## config.mk

```make
export PLATFORM = sky130hd
export DESIGN_NAME = executeStage
export DESIGN_NICKNAME = d
export VERILOG_FILES = /design/src/hdl/cpuPkg.sv /design/src/hdl/executeStage.sv
export SDC_FILE = /design/constraint.sdc
export NUM_CORES = 1
export LEC_CHECK = 0
export BUFFER_PORTS_ARGS = -buffer_cell sky130_fd_sc_hd__buf_4
export CAP_MARGIN = 20
export CORE_MARGIN = 3
export CORE_UTILIZATION = 40
export CTS_BUF_LIST = sky130_fd_sc_hd__clkbuf_8
export DETAILED_ROUTE_END_ITERATION = 8
export GPL_TIMING_DRIVEN = 1
export SYNTH_ARGS = -nofsm -noshare
export SYNTH_HDL_FRONTEND = slang
export SYNTH_SLANG_ARGS = --single-unit
```

## constraint.sdc

```tcl
create_clock -name clk -period 9.61 [get_ports clk]
set_input_delay 0.961 -clock clk [delete_from_list [all_inputs] [get_ports clk]]
set_output_delay 0.961 -clock clk [all_outputs]
set_load 0.05 [all_outputs]
```

## src/hdl/cpuPkg.sv

```systemverilog
package cpuPkg;

    localparam int xlen      = 32;
    localparam int regAddrW  = 5;
    localparam int imemDepth = 256;
    localparam int dmemDepth = 256;
    localparam int imemAddrW = $clog2(imemDepth);
    localparam int dmemAddrW = $clog2(dmemDepth);

    // Major opcodes of the supported subset
    localparam logic [6:0] opR      = 7'b0110011;
    localparam logic [6:0] opImm    = 7'b0010011;
    localparam logic [6:0] opLoad   = 7'b0000011;
    localparam logic [6:0] opStore  = 7'b0100011;
    localparam logic [6:0] opBranch = 7'b1100011;

    // funct3 of the register ALU ops
    localparam logic [2:0] f3AddSub = 3'b000;
    localparam logic [2:0] f3Slt    = 3'b010;
    localparam logic [2:0] f3Xor    = 3'b100;
    localparam logic [2:0] f3Or     = 3'b110;
    localparam logic [2:0] f3And    = 3'b111;

    typedef enum logic [3:0] {
        aluAdd,
        aluSub,
        aluAnd,
        aluOr,
        aluXor,
        aluSlt
    } aluOp_t;

    typedef struct packed {
        logic [6:0] funct7;
        logic [4:0] rs2;
        logic [4:0] rs1;
        logic [2:0] funct3;
        logic [4:0] rd;
        logic [6:0] opcode;
    } rType_t;

    typedef struct packed {
        logic [11:0] imm11_0;
        logic [4:0]  rs1;
        logic [2:0]  funct3;
        logic [4:0]  rd;
        logic [6:0]  opcode;
    } iType_t;

    typedef struct packed {
        logic [6:0] imm11_5;
        logic [4:0] rs2;
        logic [4:0] rs1;
        logic [2:0] funct3;
        logic [4:0] imm4_0;
        logic [6:0] opcode;
    } sType_t;

    // Branch offset bits are scattered, bit 0 is implied zero
    typedef struct packed {
        logic       imm12;
        logic [5:0] imm10_5;
        logic [4:0] rs2;
        logic [4:0] rs1;
        logic [2:0] funct3;
        logic [3:0] imm4_1;
        logic       imm11;
        logic [6:0] opcode;
    } bType_t;

    typedef union packed {
        rType_t rType;
        iType_t iType;
        sType_t sType;
        bType_t bType;
    } instr_t;

    // ADDI x0,x0,0
    localparam instr_t nopInstr = 32'h0000_0013;

endpackage

```

## src/hdl/executeStage.sv

```systemverilog
module executeStage (
    input  logic                           clk,
    input  logic                           arstN,
    input  logic [cpuPkg::regAddrW-1:0]    idRs1,
    input  logic [cpuPkg::regAddrW-1:0]    idRs2,
    input  logic [cpuPkg::regAddrW-1:0]    idRd,
    input  logic                           idRegWrite,
    input  logic                           idMemRead,
    input  logic                           idMemWrite,
    input  logic                           idMemToReg,
    input  cpuPkg::aluOp_t                 idAluOp,
    input  logic                           idAluSrc,
    input  logic                           idBranch,
    input  logic [cpuPkg::xlen-1:0]        idImm,
    input  logic [cpuPkg::xlen-1:0]        idPc,
    input  logic [cpuPkg::xlen-1:0]        idRs1Data,
    input  logic [cpuPkg::xlen-1:0]        idRs2Data,
    input  logic [cpuPkg::regAddrW-1:0]    wbRd,
    input  logic                           wbRegWrite,
    input  logic [cpuPkg::xlen-1:0]        wbData,
    output logic                           branchTaken,
    output logic [cpuPkg::xlen-1:0]        branchTarget,
    output logic [cpuPkg::xlen-1:0]        exResult,
    output logic [cpuPkg::xlen-1:0]        exStoreData,
    output logic [cpuPkg::regAddrW-1:0]    exRd,
    output logic                           exRegWrite,
    output logic                           exMemRead,
    output logic                           exMemWrite,
    output logic                           exMemToReg
);

    logic [cpuPkg::xlen-1:0] opA;
    logic [cpuPkg::xlen-1:0] fwdB;
    logic [cpuPkg::xlen-1:0] opB;
    logic [cpuPkg::xlen-1:0] aluResult;

    // Youngest producer wins and x0 is never forwarded
    function automatic logic [cpuPkg::xlen-1:0] forward(
        input logic [cpuPkg::regAddrW-1:0] rs,
        input logic [cpuPkg::xlen-1:0]     regVal
    );
        if (rs != '0 && exRegWrite && exRd == rs) begin
            return exResult;
        end else if (rs != '0 && wbRegWrite && wbRd == rs) begin
            return wbData;
        end
        return regVal;
    endfunction

    always_comb begin
        opA  = forward(idRs1, idRs1Data);
        fwdB = forward(idRs2, idRs2Data);
    end

    assign opB = idAluSrc ? idImm : fwdB;

    always_comb begin
        case (idAluOp)
            cpuPkg::aluAdd: aluResult = opA + opB;
            cpuPkg::aluSub: aluResult = opA - opB;
            cpuPkg::aluAnd: aluResult = opA & opB;
            cpuPkg::aluOr:  aluResult = opA | opB;
            cpuPkg::aluXor: aluResult = opA ^ opB;
            cpuPkg::aluSlt: aluResult = {31'd0, $signed(opA) < $signed(opB)};
            default:        aluResult = opA + opB;
        endcase
    end

    // BEQ resolves here
    assign branchTaken  = idBranch && (opA == fwdB);
    assign branchTarget = idPc + idImm;

    always_ff @(posedge clk or negedge arstN) begin
        if (!arstN) begin
            exRd       <= '0;
            exRegWrite <= 1'b0;
            exMemRead  <= 1'b0;
            exMemWrite <= 1'b0;
            exMemToReg <= 1'b0;
        end else begin
            exRd       <= idRd;
            exRegWrite <= idRegWrite;
            exMemRead  <= idMemRead;
            exMemWrite <= idMemWrite;
            exMemToReg <= idMemToReg;
        end
    end

    always_ff @(posedge clk) begin
        exResult    <= aluResult;
        exStoreData <= fwdB;
    end

    // Slot behind a taken branch is flushed and cannot redirect again
    noRedirectBehindBranch: assert property (@(posedge clk) disable iff (!arstN)
        branchTaken |=> !branchTaken)
        else $error("redirect from the slot behind a taken branch");

endmodule

```

==> results.json <==
{
  "finalCriticalPeriod_ns": 5.69,
  "fp.coreArea_mm2": 0.0246,
  "power.density_mw_per_mm2": 139,
  "syn_avg_cell_area_um2": 7.82,
  "numCtsBuffers": 9,
  "vdd_ir_drop_max_mv": 0.0761,
  "cts_tree": "yes",
  "critPathLaunchType": "input pin",
  "setup_ws_ns": 3.92,
  "first_global_vias": 10260,
  "track_usage": 0.290,
  "status": "finished, final reports clean",
  "clk_latency_ns": 0.39,
  "ant_nets": 0,
  "dieArea_mm2": 0.0273,
  "clock_path_buffers": 2,
  "wire_per_inst_um": 22.3,
  "finalSetupTns_ns": 0,
  "yosys_warnings": 0,
  "yosys-top-cells-count": "127 x ha_1, 107 x o21ai_0, 102 x inv_1, 102 x nand2_1, 81 x a21oi_1",
  "cp-startpoint": "idRs1[1]",
  "firstDrtPassIters": 5,
  "synthArstFlopShare": 0.123,
  "rows": 57,
  "fp.dieH_um": 165,
  "synth-seq-cells": 73,
  "reg2reg_to": "exResult[28]$_DFF_P_",
  "dpl_worst_slack_ns": 3.61,
  "r2r_start": "exRd[2]$_DFF_PN0_",
  "cp-endpoint": "branchTaken",
  "ios": 299,
  "hold_viol": 0,
  "io_buffers": 298,
  "die_w_um": 165,
  "cts_root_buf": "clkbuf_8",
  "drive_above_1_share": 0.252,
  "syn_area_mm2": 0.0101,
  "worstPathMaxFanout": 32,
  "viasPerCell": 5.86,
  "worstPathArrival_ns": 4.73,
  "relSlewSlack": 0.236,
  "area_growth_pct": 26.0,
  "cts_sinks": 73,
  "hp-class": "in2async",
  "synth_area_leaders": "ha_1 16%, dfxtp_1 13%, mux2i_1 6.5%, xnor2_1 5.4%, o21ai_0 5.3%",
  "fin_nets": 1867,
  "synth.distinct_cells": 86,
  "diodes": 0,
  "remaining_drc_errors": 0,
  "gr-total-overflow": 0,
  "slew_viol_final": 0,
  "final_util": 0.520,
  "fin_crit_sh": 0.592,
  "worstPathRequired_ns": 8.65,
  "worst_pin_slew_ns": 1.13,
  "syn-num-nets": 1621,
  "grt_max_degree": 72,
  "yosysTopAreaCell": "ha_1",
  "htreeDepth": 3,
  "drv_cap": 0,
  "synth_top_area_share": 0.157,
  "synth.most_common_cell": "ha_1",
  "antenna_found_initial": 0,
  "ys.flop_type": "dfxtp_1",
  "cts.repair.resized": 0,
  "max_freq_mhz": 176,
  "synth_edf_count": 0,
  "synth_cells": 1298,
  "hold_buffers": 0,
  "n_fill_cell": 2518,
  "globalplace.congestion": 0.925,
  "wl_um": 41800,
  "cts_post_setup_buffers_inserted": 0,
  "finClkSkew_ns": 0.0180,
  "multi_input_area_mm2": 0.00793,
  "clk_pin_slew_ns": 0.10,
  "grt_pass1_wl_um": 60600,
  "vias": 10968,
  "drtIter0Drc": 1097,
  "rr_worst_depth": 20,
  "p_leak_nw": 5.70,
  "ff2ff_setup_slack_ns": 4.38,
  "dp_hpwl_um": 33400,
  "path_class": "in2out",
  "p_total_mw": 1.77,
  "setup_viol": 0,
  "worstSetupEndpointType": "output port",
  "start_util": 0.412,
  "final-seq-area_mm2": 0.00151,
  "ys_seq_area_frac": 0.148,
  "grt_setup_unrepaired": "false"
}
[worst min path at each step]
stage                   startpoint                      to  slack [ns]  cells past startpoint
4_1_cts                      arstN    exMemWrite$_DFF_PN0_        0.37                      1
6_report                     arstN    exMemWrite$_DFF_PN0_        0.38                      1
3_5_place_dp   exResult[9]$_DFF_P_  exStoreData[9]$_DFF_P_        0.52                      2
5_1_grt                      arstN    exMemWrite$_DFF_PN0_        0.37                      1
2_1_floorplan                arstN     exMemRead$_DFF_PN0_        0.67                      0
3_3_place_gp   exResult[9]$_DFF_P_  exStoreData[9]$_DFF_P_        0.52                      2
[critical path, cell delays in order]
cell and delay (ns):
buf_4 0.12, or4_4 0.54, nor2_4 0.15, nor4_4 0.06
buf_4 0.32, mux2i_1 0.19, o21ai_0 0.69, xnor2_1 0.22
nand4_1 0.13, nor4_1 0.49, nand4_1 0.27, nor4_2 0.31
buf_4 0.24
[kinds of logic (layout without fill, tap and decap cells)]
logic type      count (synthesis)  in the layout  share of synthesized area
simple gates                  290            290                      0.145
mux                            97             97                     0.0995
compound gates                445            445                      0.301
buf+inv                       181            432                     0.0722
fa+ha+maj                     130            130                      0.163
flops                          73             73                      0.148
xor+xnor                       82             82                     0.0708
[power breakdown]
part           total [mW]  switching (mW)  internal, mW
logic                1.11           0.712         0.395
registers           0.397          0.0489         0.349
clock network       0.270           0.148         0.122
[per-stage QoR]
step	cell area (um^2)	instances	hold WS, ns
after global routing	12800	1873	0.370
after CTS	12800	1873	0.369
after floorplan	10100	1298	0.665
after global placement	12600	1857	0.517
after detailed placement	12600	1857	0.525
final	12800	1873	0.379
[cell usage in the layout, fill, tap and decap left out, drive strengths merged, types with 4 or more instances in the layout]
cell	n
o221ai	17
buf	314
nor2	73
nor2b	8
ha	127
nand2b	17
nor3	14
o21ai	139
o31ai	11
o211ai	10
a22o	17
o31a	4
inv	105
o22ai	13
o21bai	13
clkbuf	9
o21a	10
nand4	15
and2	5
a31o	5
dfrtp	9
nand3b	6
or3	7
a211oi	6
a21o	24
and3	5
mux2	31
xnor2	63
a221oi	10
nand3	12
a31oi	4
a21oi	82
a221o	40
mux2i	66
dfxtp	64
xor2	19
nand2	102
nor4	12
[metal layers]
| layer | track usage | wire length [um] |
|---|---|---|
| met2 | 0.481 | 19400 |
| met3 | 0.0541 | 3490 |
| met5 | 0 | 0 |
| met1 | 0.383 | 17900 |
| met4 | 0.0827 | 949 |
[state kept, by name (all words and copies together) (netlist names)]
signal,cells
exResult,32
exStoreData,32
exRd,5
exMemRead,1
exMemToReg,1
exMemWrite,1
exRegWrite,1
[cell type report]
cell class,instances,share of cell area
Inverter,102,0.0299
Sequential cell,73,0.118
Clock buffer,9,0.00969
Multi-Input combinational cell,1044,0.620
Tap cell,324,0.0317
Clock inverter,7,0.00597
Timing Repair Buffer,314,0.184
Power figures use the tool's default switching activity.
