===== src/hdl/cpuPkg.sv =====
package cpuPkg;

    localparam int xlen      = 32;
    localparam int regAddrW  = 5;
    localparam int imemDepth = 256;
    localparam int dmemDepth = 256;
    localparam int imemAddrW = $clog2(imemDepth);
    localparam int dmemAddrW = $clog2(dmemDepth);

    // Major opcodes of the supported subset
    localparam logic [6:0] opR      = 7'b0110011;
    localparam logic [6:0] opImm    = 7'b0010011;
    localparam logic [6:0] opLoad   = 7'b0000011;
    localparam logic [6:0] opStore  = 7'b0100011;
    localparam logic [6:0] opBranch = 7'b1100011;

    // funct3 of the register ALU ops
    localparam logic [2:0] f3AddSub = 3'b000;
    localparam logic [2:0] f3Slt    = 3'b010;
    localparam logic [2:0] f3Xor    = 3'b100;
    localparam logic [2:0] f3Or     = 3'b110;
    localparam logic [2:0] f3And    = 3'b111;

    typedef enum logic [3:0] {
        aluAdd,
        aluSub,
        aluAnd,
        aluOr,
        aluXor,
        aluSlt
    } aluOp_t;

    typedef struct packed {
        logic [6:0] funct7;
        logic [4:0] rs2;
        logic [4:0] rs1;
        logic [2:0] funct3;
        logic [4:0] rd;
        logic [6:0] opcode;
    } rType_t;

    typedef struct packed {
        logic [11:0] imm11_0;
        logic [4:0]  rs1;
        logic [2:0]  funct3;
        logic [4:0]  rd;
        logic [6:0]  opcode;
    } iType_t;

    typedef struct packed {
        logic [6:0] imm11_5;
        logic [4:0] rs2;
        logic [4:0] rs1;
        logic [2:0] funct3;
        logic [4:0] imm4_0;
        logic [6:0] opcode;
    } sType_t;

    // Branch offset bits are scattered, bit 0 is implied zero
    typedef struct packed {
        logic       imm12;
        logic [5:0] imm10_5;
        logic [4:0] rs2;
        logic [4:0] rs1;
        logic [2:0] funct3;
        logic [3:0] imm4_1;
        logic       imm11;
        logic [6:0] opcode;
    } bType_t;

    typedef union packed {
        rType_t rType;
        iType_t iType;
        sType_t sType;
        bType_t bType;
    } instr_t;

    // ADDI x0,x0,0
    localparam instr_t nopInstr = 32'h0000_0013;

endpackage


===== src/hdl/decodeStage.sv =====
module decodeStage (
    input  logic                           clk,
    input  logic                           arstN,
    input  logic [cpuPkg::xlen-1:0]        ifPc,
    input  cpuPkg::instr_t                 ifInstr,
    input  logic                           branchTaken,
    input  logic [cpuPkg::regAddrW-1:0]    wbRd,
    input  logic                           wbRegWrite,
    input  logic [cpuPkg::xlen-1:0]        wbData,
    output logic                           stall,
    output logic [cpuPkg::regAddrW-1:0]    idRs1,
    output logic [cpuPkg::regAddrW-1:0]    idRs2,
    output logic [cpuPkg::regAddrW-1:0]    idRd,
    output logic                           idRegWrite,
    output logic                           idMemRead,
    output logic                           idMemWrite,
    output logic                           idMemToReg,
    output cpuPkg::aluOp_t                 idAluOp,
    output logic                           idAluSrc,
    output logic                           idBranch,
    output logic [cpuPkg::xlen-1:0]        idImm,
    output logic [cpuPkg::xlen-1:0]        idPc,
    output logic [cpuPkg::xlen-1:0]        idRs1Data,
    output logic [cpuPkg::xlen-1:0]        idRs2Data
);

    logic [6:0]                  opcode;
    logic [cpuPkg::regAddrW-1:0] rs1;
    logic [cpuPkg::regAddrW-1:0] rs2;
    logic                        usesRs2;
    logic                        regWrite;
    logic                        memRead;
    logic                        memWrite;
    logic                        memToReg;
    logic                        aluSrc;
    logic                        branch;
    cpuPkg::aluOp_t              aluOp;
    logic [cpuPkg::xlen-1:0]     imm;
    logic [cpuPkg::xlen-1:0]     rs1Data;
    logic [cpuPkg::xlen-1:0]     rs2Data;
    logic                        bubble;
    logic [cpuPkg::xlen-1:0]     regs [2**cpuPkg::regAddrW];

    assign opcode  = ifInstr.rType.opcode;
    assign rs1     = ifInstr.rType.rs1;
    assign usesRs2 = opcode == cpuPkg::opR || opcode == cpuPkg::opStore ||
                     opcode == cpuPkg::opBranch;
    // I-format keeps immediate bits in the rs2 field
    assign rs2     = usesRs2 ? ifInstr.rType.rs2 : '0;

    always_comb begin
        regWrite = 1'b0;
        memRead  = 1'b0;
        memWrite = 1'b0;
        memToReg = 1'b0;
        aluSrc   = 1'b0;
        branch   = 1'b0;
        aluOp    = cpuPkg::aluAdd;
        imm      = '0;
        case (opcode)
            cpuPkg::opR: begin
                regWrite = 1'b1;
                case (ifInstr.rType.funct3)
                    cpuPkg::f3AddSub: aluOp = ifInstr.rType.funct7[5] ? cpuPkg::aluSub
                                                                      : cpuPkg::aluAdd;
                    cpuPkg::f3Slt:    aluOp = cpuPkg::aluSlt;
                    cpuPkg::f3Xor:    aluOp = cpuPkg::aluXor;
                    cpuPkg::f3Or:     aluOp = cpuPkg::aluOr;
                    cpuPkg::f3And:    aluOp = cpuPkg::aluAnd;
                    default:          aluOp = cpuPkg::aluAdd;
                endcase
            end
            cpuPkg::opImm, cpuPkg::opLoad: begin
                regWrite = 1'b1;
                aluSrc   = 1'b1;
                memRead  = opcode == cpuPkg::opLoad;
                memToReg = opcode == cpuPkg::opLoad;
                imm      = {{20{ifInstr.iType.imm11_0[11]}}, ifInstr.iType.imm11_0};
            end
            cpuPkg::opStore: begin
                memWrite = 1'b1;
                aluSrc   = 1'b1;
                imm      = {{20{ifInstr.sType.imm11_5[6]}}, ifInstr.sType.imm11_5,
                            ifInstr.sType.imm4_0};
            end
            cpuPkg::opBranch: begin
                branch = 1'b1;
                imm    = {{19{ifInstr.bType.imm12}}, ifInstr.bType.imm12,
                          ifInstr.bType.imm11, ifInstr.bType.imm10_5,
                          ifInstr.bType.imm4_1, 1'b0};
            end
            default: ;
        endcase
    end

    always_ff @(posedge clk) begin
        if (wbRegWrite && wbRd != '0) begin
            regs[wbRd] <= wbData;
        end
    end

    // x0 reads zero and the writeback value is bypassed in the same cycle
    assign rs1Data = (rs1 == '0) ? '0 :
                     (wbRegWrite && wbRd == rs1) ? wbData : regs[rs1];
    assign rs2Data = (rs2 == '0) ? '0 :
                     (wbRegWrite && wbRd == rs2) ? wbData : regs[rs2];

    // Load in ID/EX feeding the instruction in decode
    assign stall  = idMemRead && idRd != '0 && (idRd == rs1 || idRd == rs2);
    assign bubble = stall || branchTaken;

    always_ff @(posedge clk or negedge arstN) begin
        if (!arstN) begin
            idRs1      <= '0;
            idRs2      <= '0;
            idRd       <= '0;
            idRegWrite <= 1'b0;
            idMemRead  <= 1'b0;
            idMemWrite <= 1'b0;
            idMemToReg <= 1'b0;
            idBranch   <= 1'b0;
        end else begin
            idRs1      <= bubble ? '0 : rs1;
            idRs2      <= bubble ? '0 : rs2;
            idRd       <= bubble ? '0 : ifInstr.rType.rd;
            idRegWrite <= regWrite && !bubble;
            idMemRead  <= memRead && !bubble;
            idMemWrite <= memWrite && !bubble;
            idMemToReg <= memToReg && !bubble;
            idBranch   <= branch && !bubble;
        end
    end

    always_ff @(posedge clk) begin
        idAluOp   <= aluOp;
        idAluSrc  <= aluSrc;
        idImm     <= imm;
        idPc      <= ifPc;
        idRs1Data <= rs1Data;
        idRs2Data <= rs2Data;
    end

    // A stalled instruction is still in decode one cycle later
    stallHoldsDecode: assert property (@(posedge clk) disable iff (!arstN)
        (stall && !branchTaken) |=> ($stable(ifInstr) && $stable(ifPc)))
        else $error("stalled instruction left decode");

endmodule


===== config.mk =====
export PLATFORM = sky130hd
export DESIGN_NAME = decodeStage
export DESIGN_NICKNAME = d
export VERILOG_FILES = /design/src/hdl/cpuPkg.sv /design/src/hdl/decodeStage.sv
export SDC_FILE = /design/constraint.sdc
export NUM_CORES = 2
export LEC_CHECK = 0
export BUFFER_PORTS_ARGS = -buffer_cell sky130_fd_sc_hd__buf_2
export CAP_MARGIN = 40
export CORE_MARGIN = 2
export CORE_UTILIZATION = 40
export DETAILED_ROUTE_END_ITERATION = 8
export HOLD_SLACK_MARGIN = 0.02
export PLACE_DENSITY_LB_ADDON = 0.15
export SYNTH_ARGS = -nofsm -noshare
export SYNTH_HDL_FRONTEND = slang
export SYNTH_SLANG_ARGS = --single-unit

===== constraint.sdc =====
create_clock -name clk -period 3 [get_ports clk]
set_input_delay 0.3 -clock clk [delete_from_list [all_inputs] [get_ports clk]]
set_output_delay 0.3 -clock clk [all_outputs]
set_load 0.05 [all_outputs]

==> out/qor.txt <==
status = finished clean
Synth area leader = edfxtp_1
crit end category = register
WP buf/inv = 5
drt drc = 0
peak supply drop = 0.5665 mV
Ys Warns = 0
post-synthesis sequential area ratio = 0.6289
worst setup path start = ifInstr[15]
initial antenna violation count = 13
Worst path depth = 9
Synth top cells by count = edfxtp_1 (1024), mux4_2 (234), nand2_1 (225)
CP max-delay cell = dlygate4sd3_1
Avg Inst Size Synth = 14.80 sq um
routed via count = 37.04k
Synth Register Bits = 1156
WL/cell = 33.37 um
CTS Root Cell = clkbuf_16
CP peak stage delay = 580 ps
critical path endpoint = idRs1Data[22]$_SDFF_PN0_
vias in the first global route = 36.50k
Comb power frac = 0.084
RSZ-0062 raised after global routing = false
Async SR Flop Fraction = 0.01644
Multi-input gate area = 0.01862 sq mm
Placement Rows = 133
Clock Latency Late Sink = 780 ps
Post-Place Cells = 5533
period utilization = 0.9492
pwr/cell area = 599.7 mW/mm^2
CTS clk-pin slew, worst paths = 60 ps
Setup CP Type = in2reg
HPWL after DPL = 109900 um
share of cells above drive strength 1 = 0.2772
Final Max Slew Viols = 0
ranking of synthesized cells by area = edfxtp_1 (58%), mux4_2 (9.9%), dfxtp_1 (4.2%)
Max Clock Freq = 351.2 MHz
RR Endpoint = idRd[4]$_DFF_PN0_
Die Y = 368.9 um
Fin. Hold Viols = 0
CP arrival = 3520 ps
WP data required = 3670 ps
most common cell in the netlist = edfxtp_1
Worst Tran Pin Value = 901.4 ps
Final GP Congestion = 0.8167
I/O pin count = 259
pre-CTS setup slack = -72.80 ps
die area = 0.1361 sq mm
part of the power in registers = 0.469
Antenna Violating Nets Remaining = 0
Iteration-0 DRC Markers = 4354
Top delay family on crit path = buffers and inverters
Worst Setup Start Kind = primary input
largest net degree at the start of global routing = 66
Clock Skew = 33.01 ps
Top FF cell, synth = edfxtp_1
Period minus WS final = 2847 ps
Clock Power Share = 0.447
Starting Density = 0.4040
Synth top area share = 0.5775
global-route wire length before repair = 274300 um
CTS sink cnt = 1156
nets@finish = 4103
cells along the critical path = dlygate4sd3_1 > buf_8 > buf_12 > buf_4 > mux4_2 > mux4_2 > o22ai_1 > o21ai_0 > buf_4
GRT Util Overall = 0.2842
min-delay worst type = in2reg
Die W = 368.9 um
H-tree levels = 4
Inserted Clock Buffers = 133
number of distinct library cells after synthesis = 75
R2R depth = 7
area delta synth->final = 20.17%
Reg2Reg Setup Slack = 490 ps
DR pass1 iterations = 6
r2r startpoint = idRd[4]$_DFF_PN0_
Net Sw Power = 8.897 mW
CTS tree = done
EDFF count, synth = 1024
filler cell count = 11.34k
Slew HR = 0.3941
core area = 0.1318 sq mm
final number of setup-violating endpoints = 0
internal power = 29.48 mW
Max Cap Viol = 0
sw frac = 0.2318
port bufs = 257
Finished Layout Cells = 5868
CTS Buffer Depth = 3
CP max FO = 34
drt via density = 6.312
Final WS setup = 152.5 ps
synthesized area = 0.05325 sq mm
grt total ovfl = 0
Static Leak = 21.55 nW
Syn Inst Count = 3599
final wirelength = 195800 um
Reg area = 0.03349 sq mm
sequential cells by signal (all words and copies together) (netlist names):
name        flops
idRs2Data      32
idAluSrc        1
idImm          13
idMemToReg      1
idMemWrite      1
idRs1           5
idBranch        1
idRs1Data      32
idPc           32
idAluOp         3
idRd            5
idRs2           5
idRegWrite      1
regs         1024
through the flow:
step,hold WS (ps),power (mW),util,TNS (ps),area (sq um)
CTS,20.89,38.64,0.4853,0,63960
detailed placement,260.0,21.45,0.4439,-72.80,58500
global placement,259.3,21.44,0.4436,-43.73,58470
finish,65.40,38.38,0.4855,0,63990
floorplan,4.409,20.13,-,0,53370
global route,63.72,39.45,0.4855,0,63980
layout make-up:
| type | count | area share |
|---|---|---|
| Antenna cell | 4 | 0.0001564 |
| Tap cell | 1755 | 0.03432 |
| Inverter | 23 | 0.001388 |
| Timing Repair Buffer | 566 | 0.07771 |
| Multi-Input combinational cell | 2118 | 0.2909 |
| Sequential cell | 1156 | 0.5234 |
| Clock inverter | 59 | 0.01253 |
| Clock buffer | 187 | 0.05962 |
layer usage:
metal / track usage / part of all wire / vias to the layer above
met5: 0 / 0.00027 / -
met1: 0.3837 / 0.40 / 19416
li1: - / - / 15322
met2: 0.4642 / 0.48 / 1910
met3: 0.04878 / 0.082 / 386
met4: 0.09702 / 0.034 / 4
power groups by stage:
stage          Sequential, mW  Clock [mW]  Combinational, mW
6_report                 18.0        17.1               3.21
5_1_grt                  18.0        18.0               3.38
4_1_cts                  18.0        17.4               3.20
3_5_place_dp             18.4           0               3.10
3_3_place_gp             18.4           0               3.09
2_1_floorplan            18.6           0               1.53
cell families after synthesis:
| family | after synthesis | share of synthesized area |
|---|---|---|
| AO/OA/AOI/OAI | 881 | 0.1133 |
| XOR/XNOR | 16 | 0.002632 |
| buffers and inverters | 357 | 0.03074 |
| flip-flops | 1156 | 0.6289 |
| multiplexers | 582 | 0.1675 |
| other | 1 | 0.00007043 |
| AND/OR/NAND/NOR | 606 | 0.05684 |
repair_timing:
item,4_1_cts,5_1_grt
setup buffers,0,0
endpoints found under the hold margin,423,0
gates resized for setup,0,2
endpoints found under the setup margin,0,1
hold buffers,84,0
how the worst min path moves through the flow:
stage	from	endpoint	cells after the start
global route	wbData[5]	regs[11][5]$_DFFE_PP_	1
detailed placement	arstN	idRs1[0]$_DFF_PN0_	1
global placement	arstN	idRs1[0]$_DFF_PN0_	1
finish	wbData[5]	regs[3][5]$_DFFE_PP_	1
CTS	wbData[5]	regs[11][5]$_DFFE_PP_	1
floorplan	arstN	idBranch$_DFF_PN0_	0
cells in the final DEF, fill, tap and decap left out, types with 113 or more instances in the layout:
| cell type | netlist | layout |
|---|---|---|
| mux2_2 | 134 | 134 |
| buf_2 | 96 | 250 |
| a211oi_1 | 172 | 172 |
| o21ai_0 | 121 | 121 |
| edfxtp_1 | 1024 | 1024 |
| o22ai_1 | 129 | 129 |
| mux4_2 | 234 | 234 |
| dfxtp_1 | 113 | 113 |
| mux2i_1 | 214 | 214 |
| buf_4 | 35 | 137 |
| nand2_1 | 225 | 224 |
| clkbuf_16 | 0 | 141 |
| a21oi_1 | 165 | 165 |
No activity file was read; power rests on OpenSTA's default activity.
